`config.mk`:
```
export PLATFORM = sky130hd
export DESIGN_NAME = rtab_alloc
export DESIGN_NICKNAME = d
export VERILOG_FILES = /design/src/rtab_alloc.sv
export SDC_FILE = /design/constraint.sdc
export NUM_CORES = 1
export LEC_CHECK = 0
export BUFFER_PORTS_ARGS = -buffer_cell sky130_fd_sc_hd__buf_2
export CAP_MARGIN = 20
export CORE_AREA = 2 2 39 41
export DETAILED_ROUTE_END_ITERATION = 10
export DIE_AREA = 0 0 41 43
export PLACE_DENSITY_LB_ADDON = 0.2
export SLEW_MARGIN = 30
export SYNTH_ARGS = -nofsm -noshare
export SYNTH_HDL_FRONTEND = slang
export SYNTH_SLANG_ARGS = --single-unit
```
`constraint.sdc`:
```
create_clock -name vclk -period 1.02
set_input_delay 0.102 -clock vclk [all_inputs]
set_output_delay 0.102 -clock vclk [all_outputs]
set_load 0.005 [all_outputs]
```
`src/rtab_alloc.sv`:
```
// Replay table slot allocator
`default_nettype none
`timescale 1ns/1ps

module rtab_alloc #(
    parameter int NumEntries = 4,
    localparam int PtrWidth = (NumEntries > 1) ? $clog2(NumEntries) : 1
) (
    input  wire logic                  alloc_i,
    input  wire logic                  alloc_link_i,
    input  wire logic [NumEntries-1:0] free_i,
    input  wire logic [NumEntries-1:0] tail_match_i,
    output logic      [NumEntries-1:0] alloc_sel_o,
    output logic      [NumEntries-1:0] head_set_o,
    output logic      [NumEntries-1:0] link_sel_o,
    output logic      [PtrWidth-1:0]   new_ptr_o
);

    // Lowest free slot, one-hot
    logic [NumEntries-1:0] free_first;
    logic                  alloc_any;

    // Priority encoder over the free vector
    always_comb begin : free_enc_comb
        logic found;
        found      = 1'b0;
        free_first = '0;
        new_ptr_o  = '0;
        for (int i = 0; i < NumEntries; i++) begin
            if (free_i[i] && !found) begin
                free_first[i] = 1'b1;
                new_ptr_o     = PtrWidth'(i);
                found         = 1'b1;
            end
        end
    end

    // Both strobes fill a slot
    assign alloc_any = alloc_i | alloc_link_i;

    assign alloc_sel_o = free_first & {NumEntries{alloc_any}};

    // Only a fresh list gets a head
    // A linked request waits behind the rest of its list
    assign head_set_o = free_first & {NumEntries{alloc_i}};

    // Old tail of the matching list points at the new slot
    assign link_sel_o = tail_match_i & {NumEntries{alloc_link_i}};

endmodule

`default_nettype wire

```
Word level (Yosys, flattened, before mapping):

Cells that the tools add are included.
W data, S select, Z words.

* multiplexer cells: 9
* bitwise gates (word level): 4
* reduce and logical (&&, ||, !) cells: 6

Operators by type and width (number)
* $and A4 B4 Y4: 3
* $mux W1: 7
* $mux W2: 2
* $logic_and A1 B1 Y1: 3
* $logic_not A1 Y1: 3
* $or A1 B1 Y1: 1

* register bits: 0
* input port bits: 10
* output and inout bits: 14
* logic and storage cells: 19

Depth between registers and ports, before layout:

* word-level depth: 11
* gate-level depth with buffers: 2
* gate-level depth less buffers: 2

Least setup slack after synthesis:

No wires, ideal clock.

* kind: input -> output
* from: input port free_i[2]
* to: output port alloc_sel_o[3]
* data arrival time: 503 ps
* required time: 918 ps
* setup slack: 415 ps
* stages on the path: 2
* buffers on the path: 0
* cells stage by stage: nand2b_4 > nor4_1

* longest elaborated chain between the ends: 6

RTL lines
* from (decl): RTL line 11 `input wire logic [NumEntries-1:0] free_i,`
* $logic_and A1 B1 Y1: RTL line 30 `if (free_i[i] && !found) begin`
* $mux W1: RTL line 30
* $logic_not A1 Y1: RTL line 30
* $logic_and A1 B1 Y1: RTL line 30
* $mux W1: RTL line 30
* $and A4 B4 Y4: RTL line 41 `assign alloc_sel_o = free_first & {NumEntries{alloc_any}};`
* to (decl): RTL line 13 `output logic [NumEntries-1:0] alloc_sel_o,`

Every way passes these cells.

Final worst setup path:

* from: input port alloc_link_i
* to: output port alloc_sel_o[2]

* longest elaborated chain between the ends: 2

RTL lines
* from (decl): RTL line 10 `input wire logic alloc_link_i,`
* $or A1 B1 Y1: RTL line 39 `assign alloc_any = alloc_i | alloc_link_i;`
* $and A4 B4 Y4: RTL line 41

Every way passes these cells.

==> key figures <==
Run status
  • Status: finished clean

STA
  • RSZ-0062 raised after global routing: no
  • Max transition margin: 84.0%
  • TNS Setup: 0 ps
  • Max frequency: ~1100 MHz
  • Final setup violation count: 0
  • Worst slew pin tran: between 200 and 250 ps
  • Final period util: between 80% and 90%
  • Hold slack final: around 480 ps
  • Final Max Slew Viols: 0
  • Post-layout min period: ~900 ps
  • Final Hold Violating Endpoints: 0

Placed design
  • Placed Cells: 58
  • Port Buf Inserts: 24
  • GP Congestion: between 0.7 and 0.8
  • Dpl hpwl: 420 um

Floorplanning
  • Rows: 14
  • Core ar.: ~1400 um2
  • Chip width: 41 um
  • Die area: between 1500 and 2000 um2
  • Initial Utilization: a little over 9%
  • Die Ht: approximately 43 um
  • # IOs: 24

Setup path
  • Delay-heaviest family, CP: simple AND/OR/NAND/NOR gates
  • CP max stage cell: and3b_2
  • CP Cell Sequence: buf_2 > nor2_1 > and3b_2 > buf_2
  • Worst-path fanout max: 5
  • Crit Path Class: in -> out
  • Cell repeated most along the worst path: buf_2
  • Worst setup EP type: primary output
  • Startpoint types: input pin
  • Crit path arrival time: about 800 ps
  • Crit-path max cell delay: 240 ps
  • Req. time, crit path: about 920 ps
  • Buf/Inv on CP: 2

Global route
  • Remaining global-route overflow: 0
  • Initial antenna violation count: 0
  • Gr usage total: 4.00%
  • Vias in the first global route: between 100 and 150
  • Largest net degree at the start of global routing: 9
  • First-pass GRT wire length: approximately 540 um

CTS
  • Post-CTS setup buffer count: 0
  • Hold Buf Count CTS: 0
  • Post-CTS sizing: 0

Hold path
  • Hold path start: tail_match_i[0]
  • Hold EP: link_sel_o[0]
  • Worst min path class: in -> out
  • Hold path cells: 3

Yosys
  • Seq/Total Area, Yosys: 0%
  • Biggest area consumer among synthesized cells: and2_1
  • Syn Area/Cell: between 7 and 8 um2
  • Post-Synth XOR/XNOR Area: 0%
  • Cell count after synthesis: 18
  • Synthesized cell area: between 100 and 150 um2
  • Syn nets: 28
  • Post-synth top area share: about 25%
  • Total of warnings raised by yosys: 0
  • Post-Synth Simple-Gate Area: a little under 90%
  • Largest family of logic cells by synthesized area: simple AND/OR/NAND/NOR gates
  • Synth unique cells: 13
  • Synth Area in Compound Gates: 9.90%
  • Adder-cell area share of the yosys netlist: 0%
  • Area contributors post-synth: and2_1 (25%), nor4b_2 (12%), nand2b_4 (11%)
  • Multiplexer share of the synthesized area: 0%

Routing
  • Drt via density: about 3.8
  • Via count: 219
  • # DRC: 0
  • Detail Route Antenna Nets: 0
  • Starting DRT DRC Count: 2
  • Final wirelength: between 400 and 500 um
  • Router iterations before antenna repair: 2
  • DR WL/cell: about 7.8 um

Layout
  • Antenna cell count: 0
  • Clkbuf count: 0
  • FFs & Latches: 0
  • Share of layout cells above drive strength 1: between 60 and 70%
  • Final nets: 54
  • Register Area: 0 um2
  • Commonest non-fill, non-tap cell in the layout: buf_2
  • Most frequent cells in the layout: buf_2 (24), and2_1 (5), nor2_1 (2)
  • Post-route insts no fill: 58
  • Area delta synth->final: 111%

Power
  • Lkg Pwr: about 0.16 nW
  • Clock power share: 0%
  • P_sw: around 0.038 mW
  • Pwr per Cell Area: 322 nW/um2
  • Total power: approximately 0.086 mW
  • Gate power share: 100.0%
  • VDD IR-drop max: ~45 uV
  • Cell Int Power: 0.0476 mW
  • Switching portion of total power: approximately 44%
  • Sequential Power Share: 0%

Job
  • Total of max-cap violations: 0
how the worst max path moves through the flow:
stage | startpoint | cells after the start | slack, ps | endpoint
2_1_floorplan | free_i[2] | 2 | 410 | alloc_sel_o[3]
3_3_place_gp | alloc_link_i | 4 | 110 | alloc_sel_o[2]
3_5_place_dp | alloc_link_i | 4 | 110 | alloc_sel_o[2]
4_1_cts | alloc_link_i | 4 | 110 | alloc_sel_o[2]
5_1_grt | alloc_link_i | 4 | 60 | alloc_sel_o[2]
6_report | alloc_link_i | 4 | 120 | alloc_sel_o[2]
per-stage QoR:
stage	worst slack (ps)	util (%)	area, um2
floorplan	415	-	126
global placement	107	19.3	267
detailed placement	112	19.3	267
CTS	110	19.3	267
global route	55.8	19.3	267
finish	116	19.3	267
metal layers:
layer | global-route usage, % | wire, um | vias up
met1 | 3.80 | 127 | 97
met2 | 8.75 | 266 | 11
met3 | 0 | 57 | 0
li1 | - | - | 111
met4 | 0 | 0 | 0
met5 | 0 | 0 | -
logic make-up (layout without fill, tap and decap cells):
group / after synthesis / count (layout)
AOI/OAI and AO/OA: 2 / 2
buffers and inverters: 1 / 25
and+or+nand+nor: 15 / 15
area by class of cell:
class | instances | area (um2)
timing repair buffer | 24 | 120
inverter | 1 | 3.75
multi-input combinational | 17 | 123
fill | 166 | 1120
tap | 16 | 20.0
cells in the mapped netlist:
library cell and count:
a21oi_1 1, and3b_2 1, and2b_1 1, nor4_1 1, and2_1 5, nor4b_2 1
nand2b_4 1, and3_1 1, nor2_1 2, nor3_1 1, o21a_1 1, inv_1 1
nor3b_1 1
power groups by stage:
stage / sequential (mW) / combinational (mW) / clock [mW]
after floorplan: 0 / 0.0337 / 0
after global placement: 0 / 0.0885 / 0
after detailed placement: 0 / 0.0875 / 0
after CTS: 0 / 0.0877 / 0
after global routing: 0 / 0.0976 / 0
final: 0 / 0.0858 / 0
Power figures use the tool's default switching activity.
