===== src/rtab_cfg_pkg.sv =====
// Replay table sizing
`default_nettype none

package rtab_cfg_pkg;

    // Default number of table slots
    // Sets the top level default and every pointer width below it
    localparam int rtab_entries_c = 4;

    // Width of a cache line index
    localparam int nline_width_c = 12;

    // Cache line index carried by every request
    typedef logic [nline_width_c-1:0] nline_t;

endpackage

`default_nettype wire


===== src/rtab_req_pkg.sv =====
// Replay table request types
`default_nettype none

package rtab_req_pkg;

    // Request opcode
    typedef enum logic [1:0] {
        OP_LOAD     = 2'd0,
        OP_STORE    = 2'd1,
        OP_PREFETCH = 2'd2
    } rtab_op_e;

    // Request held in a slot
    // The id is carried through untouched
    typedef struct packed {
        rtab_cfg_pkg::nline_t nline;
        rtab_op_e             op;
        logic [7:0]           id;
    } rtab_req_t;

    // Conditions still blocking a replay
    typedef struct packed {
        // Cleared by a refill of the same line
        logic refill_wait;
        // Cleared once the miss handler is ready
        logic mshr_wait;
    } rtab_deps_t;

endpackage

`default_nettype wire


===== src/rtab_entry.sv =====
// Replay table slot
`default_nettype none
`timescale 1ns/1ps

module rtab_entry #(
    parameter int NumEntries = 4,
    parameter int Index = 0,
    localparam int PtrWidth = (NumEntries > 1) ? $clog2(NumEntries) : 1
) (
    input  wire logic                     clk_i,
    input  wire logic                     rst_ni,
    input  wire logic                     alloc_sel_i,
    input  wire logic                     head_set_i,
    input  wire logic                     link_sel_i,
    input  wire logic [PtrWidth-1:0]      new_ptr_i,
    input  wire rtab_req_pkg::rtab_req_t  req_i,
    input  wire rtab_req_pkg::rtab_deps_t deps_i,
    input  wire rtab_cfg_pkg::nline_t     check_nline_i,
    input  wire logic                     refill_i,
    input  wire rtab_cfg_pkg::nline_t     refill_nline_i,
    input  wire logic                     miss_ready_i,
    input  wire logic                     try_sel_i,
    input  wire logic                     commit_i,
    input  wire logic [PtrWidth-1:0]      commit_ptr_i,
    input  wire logic                     rback_i,
    input  wire logic [PtrWidth-1:0]      rback_ptr_i,
    output logic                          valid_o,
    output logic                          ready_o,
    output logic                          tail_o,
    output logic                          tail_match_o,
    output logic                          check_hit_o,
    output logic      [PtrWidth-1:0]      next_o,
    output rtab_req_pkg::rtab_req_t       req_o
);
    import rtab_cfg_pkg::*;
    import rtab_req_pkg::*;

    localparam logic [PtrWidth-1:0] SelfPtr = PtrWidth'(Index);

    logic          valid_q;
    logic          head_q;
    logic          tail_q;
    logic [PtrWidth-1:0] next_q;
    rtab_deps_t    deps_q;
    rtab_req_t     req_q;
    nline_t        line;
    logic          commit_hit;
    logic          rback_hit;
    logic          refill_hit;

    assign line = req_q.nline;

    // Broadcast pointers aimed at this slot
    assign commit_hit = commit_i & (commit_ptr_i == SelfPtr);
    assign rback_hit  = rback_i & (rback_ptr_i == SelfPtr);
    assign refill_hit = refill_i & (refill_nline_i == line);

    always_ff @(posedge clk_i or negedge rst_ni) begin
        if (!rst_ni) begin
            valid_q <= 1'b0;
            head_q  <= 1'b0;
            tail_q  <= 1'b0;
            next_q  <= '0;
            deps_q  <= '0;
        end else begin
            // Slot lifetime runs from allocation to commit
            if (alloc_sel_i) begin
                valid_q <= 1'b1;
            end else if (commit_hit) begin
                valid_q <= 1'b0;
            end

            // Head drops while popped, comes back on rollback
            if (alloc_sel_i) begin
                head_q <= head_set_i;
            end else if (rback_hit) begin
                head_q <= 1'b1;
            end else if (try_sel_i || commit_hit) begin
                head_q <= 1'b0;
            end

            // Newest request of a list is always its tail
            if (alloc_sel_i) begin
                tail_q <= 1'b1;
            end else if (link_sel_i) begin
                tail_q <= 1'b0;
                next_q <= new_ptr_i;
            end

            // Fresh deps on alloc and rollback, else wakeups clear them
            if (alloc_sel_i || rback_hit) begin
                deps_q <= deps_i;
            end else begin
                if (refill_hit) deps_q.refill_wait <= 1'b0;
                if (miss_ready_i) deps_q.mshr_wait <= 1'b0;
            end
        end
    end

    // Request payload, rewritten when a rollback hands back new contents
    always_ff @(posedge clk_i) begin
        if (alloc_sel_i || rback_hit) begin
            req_q <= req_i;
        end
    end

    assign valid_o      = valid_q;
    assign ready_o      = valid_q & head_q & ~(|deps_q);
    assign tail_o       = tail_q;
    assign check_hit_o  = valid_q & (check_nline_i == line);
    assign tail_match_o = check_hit_o & tail_q;
    assign next_o       = next_q;
    assign req_o        = req_q;

endmodule

`default_nettype wire


===== config.mk =====
export PLATFORM = sky130hd
export DESIGN_NAME = rtab_entry
export DESIGN_NICKNAME = d
export VERILOG_FILES = /design/src/rtab_cfg_pkg.sv /design/src/rtab_req_pkg.sv /design/src/rtab_entry.sv
export SDC_FILE = /design/constraint.sdc
export NUM_CORES = 1
export LEC_CHECK = 0
export ABC_CLOCK_PERIOD_IN_PS = 2400
export CAP_MARGIN = 10
export CORE_MARGIN = 5
export CORE_UTILIZATION = 56
export CTS_BUF_LIST = sky130_fd_sc_hd__clkbuf_4 sky130_fd_sc_hd__clkbuf_8 sky130_fd_sc_hd__clkbuf_16
export DETAILED_ROUTE_END_ITERATION = 8
export DONT_BUFFER_PORTS = 1
export GPL_TIMING_DRIVEN = 0
export PLACE_DENSITY_LB_ADDON = 0.3
export SYNTH_ARGS = -nofsm -noshare
export SYNTH_HDL_FRONTEND = slang
export SYNTH_SLANG_ARGS = --single-unit

===== constraint.sdc =====
create_clock -name clk_i -period 2.4 [get_ports clk_i]
set_input_delay 0 -clock clk_i [delete_from_list [all_inputs] [get_ports clk_i]]
set_output_delay 0 -clock clk_i [all_outputs]
set_load 0.005 [all_outputs]

# ---- Word-level counts from Yosys, hierarchy flattened
# Index checks and enable logic that the tools add are counted.
dict set report op_classes {
  shifts 0
  reduce_logical 11
  mux 10
  bitwise 9
  order_cmp 0
  n_div 0
  multipliers 0
  n_eq_ne 2
  addsub 0
}
# op n
set op_table {}
lappend op_table {{12-bit == test} 2}
lappend op_table {{1-bit 2-to-1 mux} 9}
lappend op_table {{2-bit nonzero test} 4}
lappend op_table {{1-bit AND} 7}
lappend op_table {{2-bit zero test} 2}
lappend op_table {{3-bit nonzero test} 1}
lappend op_table {{1-bit logical OR} 2}
lappend op_table {{2-bit 2-to-1 mux} 1}
lappend op_table {{1-bit inverter} 2}
lappend op_table {{2-bit AND reduction} 1}
lappend op_table {{2-bit OR reduction} 1}
dict set report word_totals {
  memories 0
  ramBits 0
  latch_bits 0
  elab_cells 41
  ff_bits 29
  in_bits 64
  mem_bits_ro 0
  out_inout_bits 29
}

# ---- Longest topological paths before layout
# Gate-level depths: netlist (run 1).
dict set report logic_depth {
  depth_word 6
  ltp_mapped 4
  mapped_depth_nobuf 4
}

# ---- Worst setup path after synthesis (run 1)
# OpenSTA, ideal clock, no wires.
dict set report synth_path {
  path_kind {register to output}
  from {register req_q (netlist bit line[0])}
  to {output port tail_match_o}
  t_required_ns 2.400
  t_arrival_ns 1.186
  setup_slack_ns 1.214
  stages_incl_launch_ff 5
  path_buffers 0
  cell_sequence {edfxtp_1 -> xnor2_1 -> nand4_1 -> nor4_2 -> and2_1}
}
dict set report synth_between {
  elab_chain_cells 3
}
# element line_no
set synth_lines {}
lappend synth_lines {{from (decl)} rtab_entry.sv:45} ;# rtab_req_t req_q;
lappend synth_lines {{from (signal assigned)} rtab_entry.sv:103} ;# req_q <= req_i;
lappend synth_lines {{12-bit == test} rtab_entry.sv:110} ;# assign check_hit_o = valid_q & (check_nline_i == line);
lappend synth_lines {{1-bit AND} rtab_entry.sv:110}
lappend synth_lines {{via check_hit_o} rtab_entry.sv:31} ;# output logic check_hit_o,
lappend synth_lines {{1-bit AND} rtab_entry.sv:111} ;# assign tail_match_o = check_hit_o & tail_q;
lappend synth_lines {{to (decl)} rtab_entry.sv:30} ;# output logic tail_match_o,
# The timed path passes the listed nets, and every way through them passes these cells.

# ---- Worst setup path after layout (run 1)
dict set report layout_path {
  from {register req_q (netlist bit line[0])}
  to {register deps_q[1] in the netlist's numbering}
}
dict set report layout_between {
  elab_chain_cells 3
}
# element line_no
set layout_lines {}
lappend layout_lines {{12-bit == test} rtab_entry.sv:56} ;# assign refill_hit = refill_i & (refill_nline_i == line);
lappend layout_lines {{1-bit AND} rtab_entry.sv:56}
lappend layout_lines {{2-bit nonzero test (no source line)} n/a}
lappend layout_lines {{to (signal assigned)} rtab_entry.sv:92} ;# deps_q <= deps_i;
lappend layout_lines {{to (decl)} rtab_entry.sv:44} ;# rtab_deps_t deps_q;
# No other way between the ends.
# A chain may end at the register's enable or synchronous reset.

==> results of run 1 <==
==> final cells by class <==
class                   instances  area share
flip-flops and latches         29       0.499
multi-input cells              52       0.232
repair buffers                 35       0.209
clock buffers                   6      0.0269
well taps                      28      0.0209
inverters                       3     0.00672
clock inverters                 2     0.00597
==> kinds of logic after synthesis <==
logic type | Yosys count
AOI/OAI and AO/OA | 6
xor gates and xnor gates | 24
muxes | 3
DFF | 29
buffers and inverters | 3
and+or+nand+nor | 19
==> flip-flops by register name, summed over array words and instances, names as in the netlist <==
register,flops
line,12
req_o,10
deps_q,2
next_o,2
head_q,1
tail_o,1
valid_o,1
==> worst register-to-register path, cell delays in order, from the launching register on <==
cell and delay, ns:
edfxtp_1 0.48, xnor2_1 0.21, nand4_1 0.12, nor4_1 0.28, a31oi_1 0.13, dlygate4sd3_1 0.57
==> layer usage <==
layer	routed length (um)	track usage
met1	971	0.180
met5	0	0
met3	361	0.115
met2	1720	0.367
met4	48	0.0861
==> Yosys cell counts, drive strengths merged, types with 2 or more instances <==
library cell / count
edfxtp: 22
xnor2: 17
dfrtp: 7
xor2: 7
inv: 3
nand2: 3
nand4: 3
nor2: 3
nor4: 3
a21o: 2
a21oi: 2
mux2: 2
nand3b: 2
==> power groups by stage <==
stage / registers [mW] / logic, mW / clock network [mW]
3_3_place_gp: 0.651 / 0.0861 / 0
3_5_place_dp: 0.651 / 0.0878 / 0
6_report: 0.641 / 0.142 / 0.288
2_1_floorplan: 0.640 / 0.0749 / 0
4_1_cts: 0.641 / 0.139 / 0.295
5_1_grt: 0.648 / 0.155 / 0.319
==> per-stage QoR <==
step	instances	power, mW	hold WS, ns	util
floorplan	84	0.715	-0.296	-
global placement	112	0.737	-0.295	0.586
detailed placement	112	0.739	-0.295	0.586
CTS	155	1.07	0.192	0.773
global route	155	1.12	0.198	0.773
finish	155	1.07	0.183	0.773
==> cells in the final DEF (no fill, tap or decap) <==
| cell type | n |
|---|---|
| and3_1 | 1 |
| a31oi_1 | 1 |
| a21o_1 | 2 |
| clkinv_2 | 2 |
| xor2_1 | 7 |
| dlygate4sd3_1 | 35 |
| mux2_2 | 2 |
| o21ai_0 | 1 |
| and2_1 | 1 |
| clkbuf_4 | 6 |
| nand3_1 | 1 |
| nor3_1 | 1 |
| nand2_1 | 3 |
| inv_1 | 3 |
| edfxtp_1 | 22 |
| nor2_1 | 3 |
| xnor2_1 | 17 |
| nor2b_1 | 1 |
| nand3b_1 | 2 |
| nand4_1 | 3 |
| a21oi_1 | 2 |
| dfrtp_1 | 7 |
| mux2i_1 | 1 |
| nor4_1 | 2 |
| nor4_2 | 1 |
==> how the worst max path moves through the flow <==
| stage | end | start |
|---|---|---|
| final | deps_q[1] | line[0] |
| after global routing | deps_q[1] | line[1] |
| after CTS | deps_q[1] | line[2] |
| after detailed placement | tail_match_o | line[8] |
| after global placement | tail_match_o | line[8] |
| after floorplan | tail_match_o | line[0] |
==> impl_metrics.prom, run 1 <==
# TYPE chip_impl_metric gauge
chip_impl_info{name="outcome",value="completed"} 1
chip_impl_info{name="cts-root-buf",value="clkbuf_4"} 1
chip_impl_metric{name="synthSimpleGateAreaFrac",unit=""} 0.0891
chip_impl_metric{name="ant_nets",unit=""} 0
chip_impl_metric{name="clock_power_share",unit=""} 0.269
chip_impl_info{name="rr_endpoint",value="deps_q[1]"} 1
chip_impl_metric{name="report.final.slew_viol_count",unit=""} 0
chip_impl_metric{name="grt_antenna_before_repair",unit=""} 0
chip_impl_metric{name="via_count",unit=""} 842
chip_impl_metric{name="share_of_final_layout_standard_cells_stronger_than_drive_strength_1",unit=""} 0.0866
chip_impl_metric{name="cts_hold_buf",unit=""} 35
chip_impl_metric{name="portion_of_netlist_area_occupied_by_mux_cells",unit=""} 0.0263
chip_impl_metric{name="hold_path_depth",unit=""} 3
chip_impl_metric{name="critical_path_buf_inv_count",unit=""} 1
chip_impl_metric{name="cts_made_buffers",unit=""} 5
chip_impl_info{name="critPathSlowestCell",value="dlygate4sd3_1"} 1
chip_impl_metric{name="worst-path-stages",unit=""} 5
chip_impl_metric{name="setup_slack_of_the_most_critical_reg_to_reg_path",unit="ns"} 0.50
chip_impl_metric{name="critPathRequiredTime",unit="ns"} 2.61
chip_impl_metric{name="share_of_async_settable_or_async_resettable_flops_after_synthesis",unit=""} 0.241
chip_impl_info{name="cp_cell_sequence",value="xnor2_1 > nand4_1 > nor4_1 > a31oi_1 > dlygate4sd3_1"} 1
chip_impl_metric{name="core_area",unit="mm^2"} 0.00217
chip_impl_metric{name="critPathMaxStageDelay",unit="ns"} 0.57
chip_impl_metric{name="area_used_by_multi_input_combinational_logic",unit="um^2"} 389
chip_impl_info{name="cpLargestDelayFamily",value="buffers and inverters"} 1
chip_impl_metric{name="grt_overflow",unit=""} 0
chip_impl_metric{name="cts_h_tree_depth",unit=""} 2
chip_impl_metric{name="layout_min_cycle_time",unit="ns"} 1.90
chip_impl_metric{name="routed_via_density",unit=""} 5.43
chip_impl_metric{name="finalWeightedCongestion",unit=""} 0.737
chip_impl_metric{name="synth_area_per_cell",unit="um^2"} 14.7
chip_impl_metric{name="post_cts.repair.setup_buffers",unit=""} 0
chip_impl_metric{name="cap_viol_max_count",unit=""} 0
chip_impl_metric{name="die_width",unit="um"} 57.0
chip_impl_metric{name="number_of_enable_type_register_cells_in_the_synthesized_netlist",unit=""} 22
chip_impl_metric{name="port_buffers",unit=""} 0
chip_impl_metric{name="p_int",unit="uW"} 807
chip_impl_info{name="ys_top_cells_by_area",value="edfxtp_1, dfrtp_1, xnor2_1, xor2_1, mux2_2"} 1
chip_impl_metric{name="placement.setup.worst_slack",unit="ns"} 0.970
chip_impl_metric{name="yosysUniqueCellTypes",unit=""} 22
chip_impl_metric{name="storage_cell_area",unit="um^2"} 836
chip_impl_info{name="netlist.top_cell.by_area",value="edfxtp_1"} 1
chip_impl_metric{name="reg2regPathDepth",unit=""} 5
chip_impl_info{name="worst-setup-path-type",value="register to register"} 1
chip_impl_metric{name="final.period_utilization",unit=""} 0.792
chip_impl_metric{name="comb_power_share",unit=""} 0.133
chip_impl_metric{name="dieHeight",unit="um"} 57.0
chip_impl_metric{name="worst_ep_arrival_time",unit="ns"} 2.11
chip_impl_metric{name="routed_wire_length_per_instance",unit="um"} 20.0
chip_impl_metric{name="layout-area-overhead-vs-synth",unit="%"} 35.6
chip_impl_info{name="synth_top_family_by_area",value="XOR/XNOR gates"} 1
chip_impl_info{name="worstReg2RegStart",value="line[0]"} 1
chip_impl_metric{name="grt_usage",unit=""} 0.202
chip_impl_metric{name="postSynthCellCount",unit=""} 84
chip_impl_metric{name="syn-num-nets",unit=""} 148
chip_impl_metric{name="place_area",unit="mm^2"} 0.00127
chip_impl_metric{name="p_leak",unit="nW"} 0.619
chip_impl_metric{name="timing_worst_slew_pin_value",unit="ns"} 0.812
chip_impl_metric{name="synth-compound-area-share",unit=""} 0.0294
chip_impl_metric{name="ys_warn_count",unit=""} 0
chip_impl_metric{name="ctsLongestPathBuffers",unit=""} 2
chip_impl_metric{name="dieArea",unit="mm^2"} 0.00325
chip_impl_info{name="cts_tree",value="yes"} 1
chip_impl_metric{name="initial_utilization",unit=""} 0.570
chip_impl_metric{name="synth_largest_type_area_fraction",unit=""} 0.534
chip_impl_metric{name="wirelength",unit="um"} 3110
chip_impl_info{name="hold_path_end",value="check_hit_o"} 1
chip_impl_info{name="timing.critical_path.to_type",value="register"} 1
chip_impl_metric{name="ys_seq_area_frac",unit=""} 0.676
chip_impl_metric{name="grt_first_pass_wirelength",unit="um"} 4750
chip_impl_info{name="hold_start",value="check_nline_i[10]"} 1
chip_impl_metric{name="setup_total_negative_slack",unit="ns"} 0
chip_impl_metric{name="power.sequential.fraction",unit=""} 0.599
chip_impl_metric{name="drt_pre_antenna_iters",unit=""} 4
chip_impl_metric{name="worst-path-max-fanout",unit=""} 3
chip_impl_metric{name="power_switching",unit="uW"} 263
chip_impl_metric{name="setup-violations-final",unit=""} 0
chip_impl_metric{name="slew-limit-headroom",unit=""} 0.458
chip_impl_metric{name="ios",unit=""} 93
chip_impl_metric{name="insertedDiodeCount",unit=""} 0
chip_impl_metric{name="swShare",unit=""} 0.246
chip_impl_metric{name="clock_latency_on_the_worst_skew_pair",unit="ns"} 0.33
chip_impl_metric{name="grt_pass1_vias",unit=""} 987
chip_impl_info{name="synth-main-ff-cell",value="edfxtp_1"} 1
chip_impl_info{name="holdCritPathClass",value="input port to output port"} 1
chip_impl_metric{name="dp_hpwl",unit="um"} 2020
chip_impl_info{name="cp-start-kind",value="register"} 1
chip_impl_metric{name="clock_sink_count",unit=""} 29
chip_impl_metric{name="cellPowerDensity",unit="mW/mm^2"} 638
chip_impl_metric{name="nNetsFinal",unit=""} 190
chip_impl_metric{name="fillCellCount",unit=""} 141
chip_impl_metric{name="drt_iter0_drc",unit=""} 26
chip_impl_metric{name="remaining_drc_errors",unit=""} 0
chip_impl_metric{name="synth-xor-area-share",unit=""} 0.170
chip_impl_info{name="rsz_0062_raised_after_global_routing",value="false"} 1
chip_impl_metric{name="floorplan.rows",unit=""} 17
chip_impl_metric{name="setup_clock_skew_after_layout",unit="ns"} 0.00779
chip_impl_metric{name="ys_ff_latch",unit=""} 29
chip_impl_metric{name="synthAdderAreaFrac",unit=""} 0
chip_impl_metric{name="max_freq",unit="MHz"} 526
chip_impl_metric{name="synth.cell_area",unit="mm^2"} 0.00124
chip_impl_metric{name="cts.clk_slew.worst_paths",unit="ns"} 0.08
chip_impl_metric{name="grt_max_degree",unit=""} 23
chip_impl_metric{name="finalHoldViolCount",unit=""} 0
chip_impl_metric{name="final_critical_path_setup_slack",unit="ns"} 0.499
chip_impl_metric{name="final_area",unit="mm^2"} 0.00168
chip_impl_metric{name="post_cts_resized",unit=""} 0
chip_impl_metric{name="vdd_drop_max",unit="uV"} 564
(Power assumes the default switching activity.)
==> run 2, diff against run 1 <==
ABC_CLOCK_PERIOD_IN_PS = 1900   (was 2400)
clock period = 1.9 ns   (was 2.4 ns; I/O delays follow)
==> run 2 against run 1 <==
Effect of this change:
- non-clock buffer count is the same
- sequential power grew 27%
- critical path depth shrank 1
- sequential share of layout area shrank 0.41 points
- global-route usage is the same
- total power grew 27%
- largest cell class unchanged
- clock power grew 27%
==> impl_metrics.prom, run 2 (synthesized netlist as in run 1, its figures left out) <==
# TYPE chip_impl_metric gauge
chip_impl_info{name="outcome",value="completed"} 1
chip_impl_metric{name="cap_viol_max_count",unit=""} 0
chip_impl_metric{name="cts_made_buffers",unit=""} 5
chip_impl_metric{name="timing_worst_slew_pin_value",unit="ns"} 0.838
chip_impl_metric{name="gr-usage-met3",unit=""} 0.115
chip_impl_info{name="grt-busiest-layer",value="met2"} 1
chip_impl_metric{name="number_of_flip_flops_under_the_largest_register_name",unit=""} 12
chip_impl_metric{name="clock_latency_on_the_worst_skew_pair",unit="ns"} 0.33
chip_impl_metric{name="power.total",unit="mW"} 1.36
chip_impl_metric{name="drt_iter0_drc",unit=""} 29
chip_impl_metric{name="grtUsageMet2",unit=""} 0.367
chip_impl_metric{name="groute.layer.met1.usage",unit=""} 0.180
chip_impl_metric{name="dieHeight",unit="um"} 57.0
chip_impl_metric{name="post_cts.repair.setup_buffers",unit=""} 0
chip_impl_metric{name="layout_min_cycle_time",unit="ns"} 1.77
chip_impl_metric{name="cts.clk_slew.worst_paths",unit="ns"} 0.09
chip_impl_metric{name="final_critical_path_setup_slack",unit="ns"} 0.134
chip_impl_metric{name="placement.setup.worst_slack",unit="ns"} 0.470
chip_impl_metric{name="routed_via_density",unit=""} 5.53
chip_impl_metric{name="final.period_utilization",unit=""} 0.930
chip_impl_metric{name="setup_clock_skew_after_layout",unit="ns"} 0.00266
chip_impl_info{name="worst-setup-path-type",value="register to output port"} 1
chip_impl_metric{name="share_of_final_layout_standard_cells_stronger_than_drive_strength_1",unit=""} 0.102
chip_impl_metric{name="place_area",unit="mm^2"} 0.00127
chip_impl_metric{name="final_area",unit="mm^2"} 0.00169
chip_impl_metric{name="dieArea",unit="mm^2"} 0.00325
chip_impl_metric{name="ios",unit=""} 93
chip_impl_metric{name="layout-area-overhead-vs-synth",unit="%"} 36.7
chip_impl_metric{name="worst_ep_arrival_time",unit="ns"} 1.77
chip_impl_info{name="rsz_0062_raised_after_global_routing",value="false"} 1
chip_impl_info{name="layout_common_cells",value="dlygate4sd3_1, edfxtp_1, xnor2_1, xor2_1, dfrtp_1"} 1
chip_impl_metric{name="critPathRequiredTime",unit="ns"} 1.90
chip_impl_info{name="cts-root-buf",value="clkbuf_4"} 1
chip_impl_metric{name="via_count",unit=""} 857
chip_impl_metric{name="ctsLongestPathBuffers",unit=""} 2
chip_impl_metric{name="clock_sink_count",unit=""} 29
chip_impl_metric{name="finalWeightedCongestion",unit=""} 0.737
chip_impl_metric{name="grt_usage",unit=""} 0.202
chip_impl_metric{name="nNetsFinal",unit=""} 190
chip_impl_metric{name="p_leak",unit="nW"} 0.624
chip_impl_metric{name="setup-violations-final",unit=""} 0
chip_impl_metric{name="core_area",unit="mm^2"} 0.00217
chip_impl_metric{name="remaining_drc_errors",unit=""} 0
chip_impl_info{name="holdCritPathClass",value="input port to register"} 1
chip_impl_info{name="commonest_non_fill_non_tap_cell_in_the_layout",value="dlygate4sd3_1"} 1
chip_impl_metric{name="finalHoldViolCount",unit=""} 0
chip_impl_metric{name="hold-worst-slack",unit="ns"} 0.0469
chip_impl_metric{name="grt_antenna_before_repair",unit=""} 0
chip_impl_metric{name="max_freq",unit="MHz"} 566
chip_impl_metric{name="grt_first_pass_wirelength",unit="um"} 4750
chip_impl_info{name="cts_tree",value="yes"} 1
chip_impl_metric{name="report.final.slew_viol_count",unit=""} 0
chip_impl_metric{name="wirelength",unit="um"} 3180
chip_impl_metric{name="setup_total_negative_slack",unit="ns"} 0
chip_impl_metric{name="slew-limit-headroom",unit=""} 0.441
chip_impl_metric{name="initial_utilization",unit=""} 0.570
chip_impl_info{name="cp_cell_sequence",value="xnor2_1 > nand4_1 > nor4_2 > and2_1"} 1
chip_impl_metric{name="grt_pass1_vias",unit=""} 987
chip_impl_metric{name="grt_max_degree",unit=""} 23
chip_impl_metric{name="dp_hpwl",unit="um"} 2020
chip_impl_info{name="cp-start-kind",value="register"} 1
chip_impl_metric{name="cellPowerDensity",unit="mW/mm^2"} 803
chip_impl_metric{name="die_width",unit="um"} 57.0
chip_impl_metric{name="ant_nets",unit=""} 0
chip_impl_metric{name="cts_h_tree_depth",unit=""} 2
chip_impl_metric{name="critPathMaxStageDelay",unit="ns"} 0.46
chip_impl_metric{name="floorplan.rows",unit=""} 17
chip_impl_metric{name="port_buffers",unit=""} 0
chip_impl_info{name="critPathSlowestCell",value="edfxtp_1"} 1
chip_impl_metric{name="fillCellCount",unit=""} 135
chip_impl_metric{name="vdd_drop_max",unit="uV"} 715
chip_impl_metric{name="drt_pre_antenna_iters",unit=""} 4
chip_impl_metric{name="routed_wire_length_per_instance",unit="um"} 20.5
chip_impl_metric{name="insertedDiodeCount",unit=""} 0
chip_impl_info{name="timing.critical_path.to_type",value="output port"} 1
chip_impl_metric{name="grt_overflow",unit=""} 0
chip_impl_metric{name="worst-path-max-fanout",unit=""} 3
[run 2: cell counts in the layout (fill, tap and decap cells not counted)]
No cell type changed its count.
[run 2: critical path: cells and delay by family (launching register included)]
family	cells	cell delay (ns)
DFF	1	0.46
and+or+nand+nor	3	0.74
xor gates and xnor gates	1	0.24
[run 2: per-layer routing]
metal  part of all wire  wire, um  up-vias
li1                   -         -      383
met1               0.31       983      416
met2               0.55      1760       51
met3               0.12       386        7
met4              0.018        56        0
met5                  0         0        -
[run 2: what timing repair did]
action | 4_1_cts | 5_1_grt
hold buffers | 35 | 1
hold endpoints to repair | 36 | 1
setup endpoints to repair | 0 | 1
resized for setup | 0 | 2
[run 2: layout make-up]
type | count | area (um^2) | area share
inverters | 3 | 11.3 | 0.00666
multi-input cells | 52 | 403 | 0.238
well taps | 28 | 35.0 | 0.0207
clock buffers | 6 | 45.0 | 0.0266
flip-flops and latches | 29 | 836 | 0.494
repair buffers | 35 | 350 | 0.207
clock inverters | 2 | 10.0 | 0.00592
[run 2: path summary, 6_finish.rpt]
kind,end,slack (ns),cells past startpoint,startpoint
hold / removal,deps_q[1],0.05,3,refill_nline_i[6]
hold reg to reg,tail_o,0.54,1,tail_o
setup / recovery,tail_match_o,0.13,4,line[8]
min in group asynchronous,deps_q[0],0.54,2,rst_ni
max in group asynchronous,tail_o,1.11,2,rst_ni
setup reg to reg,deps_q[1],0.56,4,line[9]
[run 2: through the flow]
stage / util / instances
global placement: 0.586 / 112
floorplan: - / 84
global route: 0.779 / 155
finish: 0.779 / 155
CTS: 0.773 / 155
detailed placement: 0.586 / 112
[run 2: where the power goes]
part	internal, mW	total, mW	switching (mW)
Sequential	0.752	0.811	0.0585
Combinational	0.112	0.182	0.0696
Clock	0.155	0.365	0.210
Total	1.02	1.36	0.338
==> run 3, diff against run 2 <==
SETUP_SLACK_MARGIN = 0.4   (was not set)
==> run 3 against run 2 <==
Effect of this change:
- register-to-register slack gained 0.04 ns
- sequential power about the same
- setup slack improved by 0.066 ns
- critical endpoint unchanged
- clock-buffer cell count did not move
- maximum frequency rose by 3.9%
- clock skew up 0.0036 ns
- critical path depth unchanged
- die area unchanged
- clock power shrank 1%
- combinational power up 8%
- worst hold slack worse by 0.0071 ns
- total power increased by 0.67%
- largest cell class unchanged
==> impl_metrics.prom, run 3 (synthesized netlist as in run 1, its figures left out) <==
# TYPE chip_impl_metric gauge
chip_impl_info{name="outcome",value="completed"} 1
chip_impl_metric{name="grt_pass1_vias",unit=""} 981
chip_impl_metric{name="remaining_drc_errors",unit=""} 0
chip_impl_metric{name="finalNonFillerCells",unit=""} 158
chip_impl_metric{name="vdd_drop_max",unit="uV"} 715
chip_impl_info{name="commonest_non_fill_non_tap_cell_in_the_layout",value="dlygate4sd3_1"} 1
chip_impl_metric{name="fin_util",unit=""} 0.802
chip_impl_metric{name="floorplan.rows",unit=""} 17
chip_impl_metric{name="placement.setup.worst_slack",unit="ns"} 0.470
chip_impl_metric{name="clock_sink_count",unit=""} 29
chip_impl_metric{name="max_freq",unit="MHz"} 588
chip_impl_metric{name="dieHeight",unit="um"} 57.0
chip_impl_metric{name="via_count",unit=""} 856
chip_impl_metric{name="ctsLongestPathBuffers",unit=""} 2
chip_impl_metric{name="report.final.slew_viol_count",unit=""} 0
chip_impl_metric{name="final_critical_path_setup_slack",unit="ns"} 0.200
chip_impl_info{name="cts-root-buf",value="clkbuf_4"} 1
chip_impl_metric{name="layout-area-overhead-vs-synth",unit="%"} 40.7
chip_impl_metric{name="routed_via_density",unit=""} 5.42
chip_impl_info{name="layout_common_cells",value="dlygate4sd3_1, edfxtp_1, xnor2_1, xor2_1, dfrtp_1"} 1
chip_impl_metric{name="insertedDiodeCount",unit=""} 0
chip_impl_metric{name="setup_clock_skew_after_layout",unit="ns"} 0.00630
chip_impl_metric{name="initial_utilization",unit=""} 0.570
chip_impl_metric{name="dieArea",unit="mm^2"} 0.00325
chip_impl_info{name="rsz_0062_raised_after_global_routing",value="true"} 1
chip_impl_metric{name="place.detailed.instances",unit=""} 112
chip_impl_metric{name="cts_h_tree_depth",unit=""} 2
chip_impl_metric{name="core_area",unit="mm^2"} 0.00217
chip_impl_metric{name="hold-worst-slack",unit="ns"} 0.0398
chip_impl_metric{name="drt_iter0_drc",unit=""} 20
chip_impl_metric{name="grt_overflow",unit=""} 0
chip_impl_info{name="cts_tree",value="yes"} 1
chip_impl_metric{name="setup-violations-final",unit=""} 0
chip_impl_metric{name="timing_worst_slew_pin_value",unit="ns"} 0.345
chip_impl_metric{name="place_area",unit="mm^2"} 0.00127
chip_impl_metric{name="clock_latency_on_the_worst_skew_pair",unit="ns"} 0.33
chip_impl_metric{name="grt_usage",unit=""} 0.210
chip_impl_info{name="cp-start-kind",value="register"} 1
chip_impl_metric{name="area_used_by_multi_input_combinational_logic",unit="um^2"} 423
chip_impl_metric{name="worst-path-max-fanout",unit=""} 3
chip_impl_metric{name="final.period_utilization",unit=""} 0.895
chip_impl_metric{name="layout_min_cycle_time",unit="ns"} 1.70
chip_impl_info{name="timing.critical_path.to_type",value="output port"} 1
chip_impl_metric{name="cts_made_buffers",unit=""} 5
chip_impl_metric{name="ant_nets",unit=""} 0
chip_impl_metric{name="drt_pre_antenna_iters",unit=""} 4
chip_impl_metric{name="grt_first_pass_wirelength",unit="um"} 4910
chip_impl_metric{name="final_area",unit="mm^2"} 0.00174
chip_impl_metric{name="p_leak",unit="nW"} 0.637
chip_impl_metric{name="cts.clk_slew.worst_paths",unit="ns"} 0.08
chip_impl_metric{name="die_width",unit="um"} 57.0
chip_impl_metric{name="share_of_final_layout_standard_cells_stronger_than_drive_strength_1",unit=""} 0.131
chip_impl_metric{name="dp_hpwl",unit="um"} 2020
chip_impl_metric{name="worst_ep_arrival_time",unit="ns"} 1.70
chip_impl_metric{name="slew-limit-headroom",unit=""} 0.769
chip_impl_metric{name="setup_total_negative_slack",unit="ns"} 0
chip_impl_info{name="holdCritPathClass",value="input port to register"} 1
chip_impl_metric{name="port_buffers",unit=""} 0
chip_impl_metric{name="cellPowerDensity",unit="mW/mm^2"} 786
chip_impl_metric{name="finalWeightedCongestion",unit=""} 0.737
chip_impl_metric{name="fillCellCount",unit=""} 121
chip_impl_metric{name="routed_wire_length_per_instance",unit="um"} 21.1
chip_impl_metric{name="power.total",unit="mW"} 1.37
chip_impl_metric{name="nNetsFinal",unit=""} 193
chip_impl_metric{name="storage_cell_area",unit="um^2"} 836
chip_impl_metric{name="cap_viol_max_count",unit=""} 0
chip_impl_metric{name="number_of_flip_flops_under_the_largest_register_name",unit=""} 12
chip_impl_metric{name="grt_max_degree",unit=""} 23
chip_impl_info{name="worst-setup-path-type",value="register to output port"} 1
chip_impl_metric{name="wirelength",unit="um"} 3330
chip_impl_metric{name="finalHoldViolCount",unit=""} 0
chip_impl_metric{name="ios",unit=""} 93
chip_impl_metric{name="critPathRequiredTime",unit="ns"} 1.90
chip_impl_metric{name="grt_antenna_before_repair",unit=""} 0
run 3: layout make-up:
| cell class | count | share of cell area |
|---|---|---|
| clock buffer | 6 | 0.0259 |
| clock inverter | 2 | 0.00576 |
| inverter | 3 | 0.00863 |
| multi-input combinational | 52 | 0.243 |
| sequential | 29 | 0.481 |
| tap | 28 | 0.0201 |
| timing repair buffer | 37 | 0.212 |
| timing repair inverter | 1 | 0.00432 |
run 3: routing by layer:
| layer | vias to the layer above | track usage | wire (um) |
|---|---|---|---|
| li1 | 391 | - | - |
| met5 | - | 0 | 0 |
| met4 | 0 | 0.0795 | 48 |
| met3 | 5 | 0.113 | 371 |
| met1 | 414 | 0.185 | 1060 |
| met2 | 46 | 0.393 | 1850 |
run 3: timing repair:
action | CTS | global route
hold endpoints to repair | 36 | 1
hold buffers | 35 | 1
resized for setup | 2 | 5
endpoints found under the setup margin | 2 | 26
gates cloned | 0 | 1
buffers inserted | 0 | 1
pin swaps | 3 | 2
run 3: where the power goes:
part	switching (mW)	internal, mW
sequential	0.0581	0.752
combinational	0.0791	0.117
clock	0.206	0.155
run 3: worst max-delay path, cell delays in order (launching register included):
cell	delay, ns
edfxtp_1	0.47
xnor2_1	0.20
nand3_1	0.14
nor4_4	0.37
and2_1	0.20
run 3: final timing paths:
path                                 to  slack (ns)              start  depth (start not counted)
max in group asynchronous     next_o[0]        1.09             rst_ni                          2
min in group asynchronous     deps_q[0]        0.55             rst_ni                          2
min reg2reg                      tail_o        0.54             tail_o                          1
max                        tail_match_o        0.20           line[10]                          4
max reg2reg                   deps_q[1]        0.60            line[9]                          4
min                           deps_q[1]        0.04  refill_nline_i[6]                          3
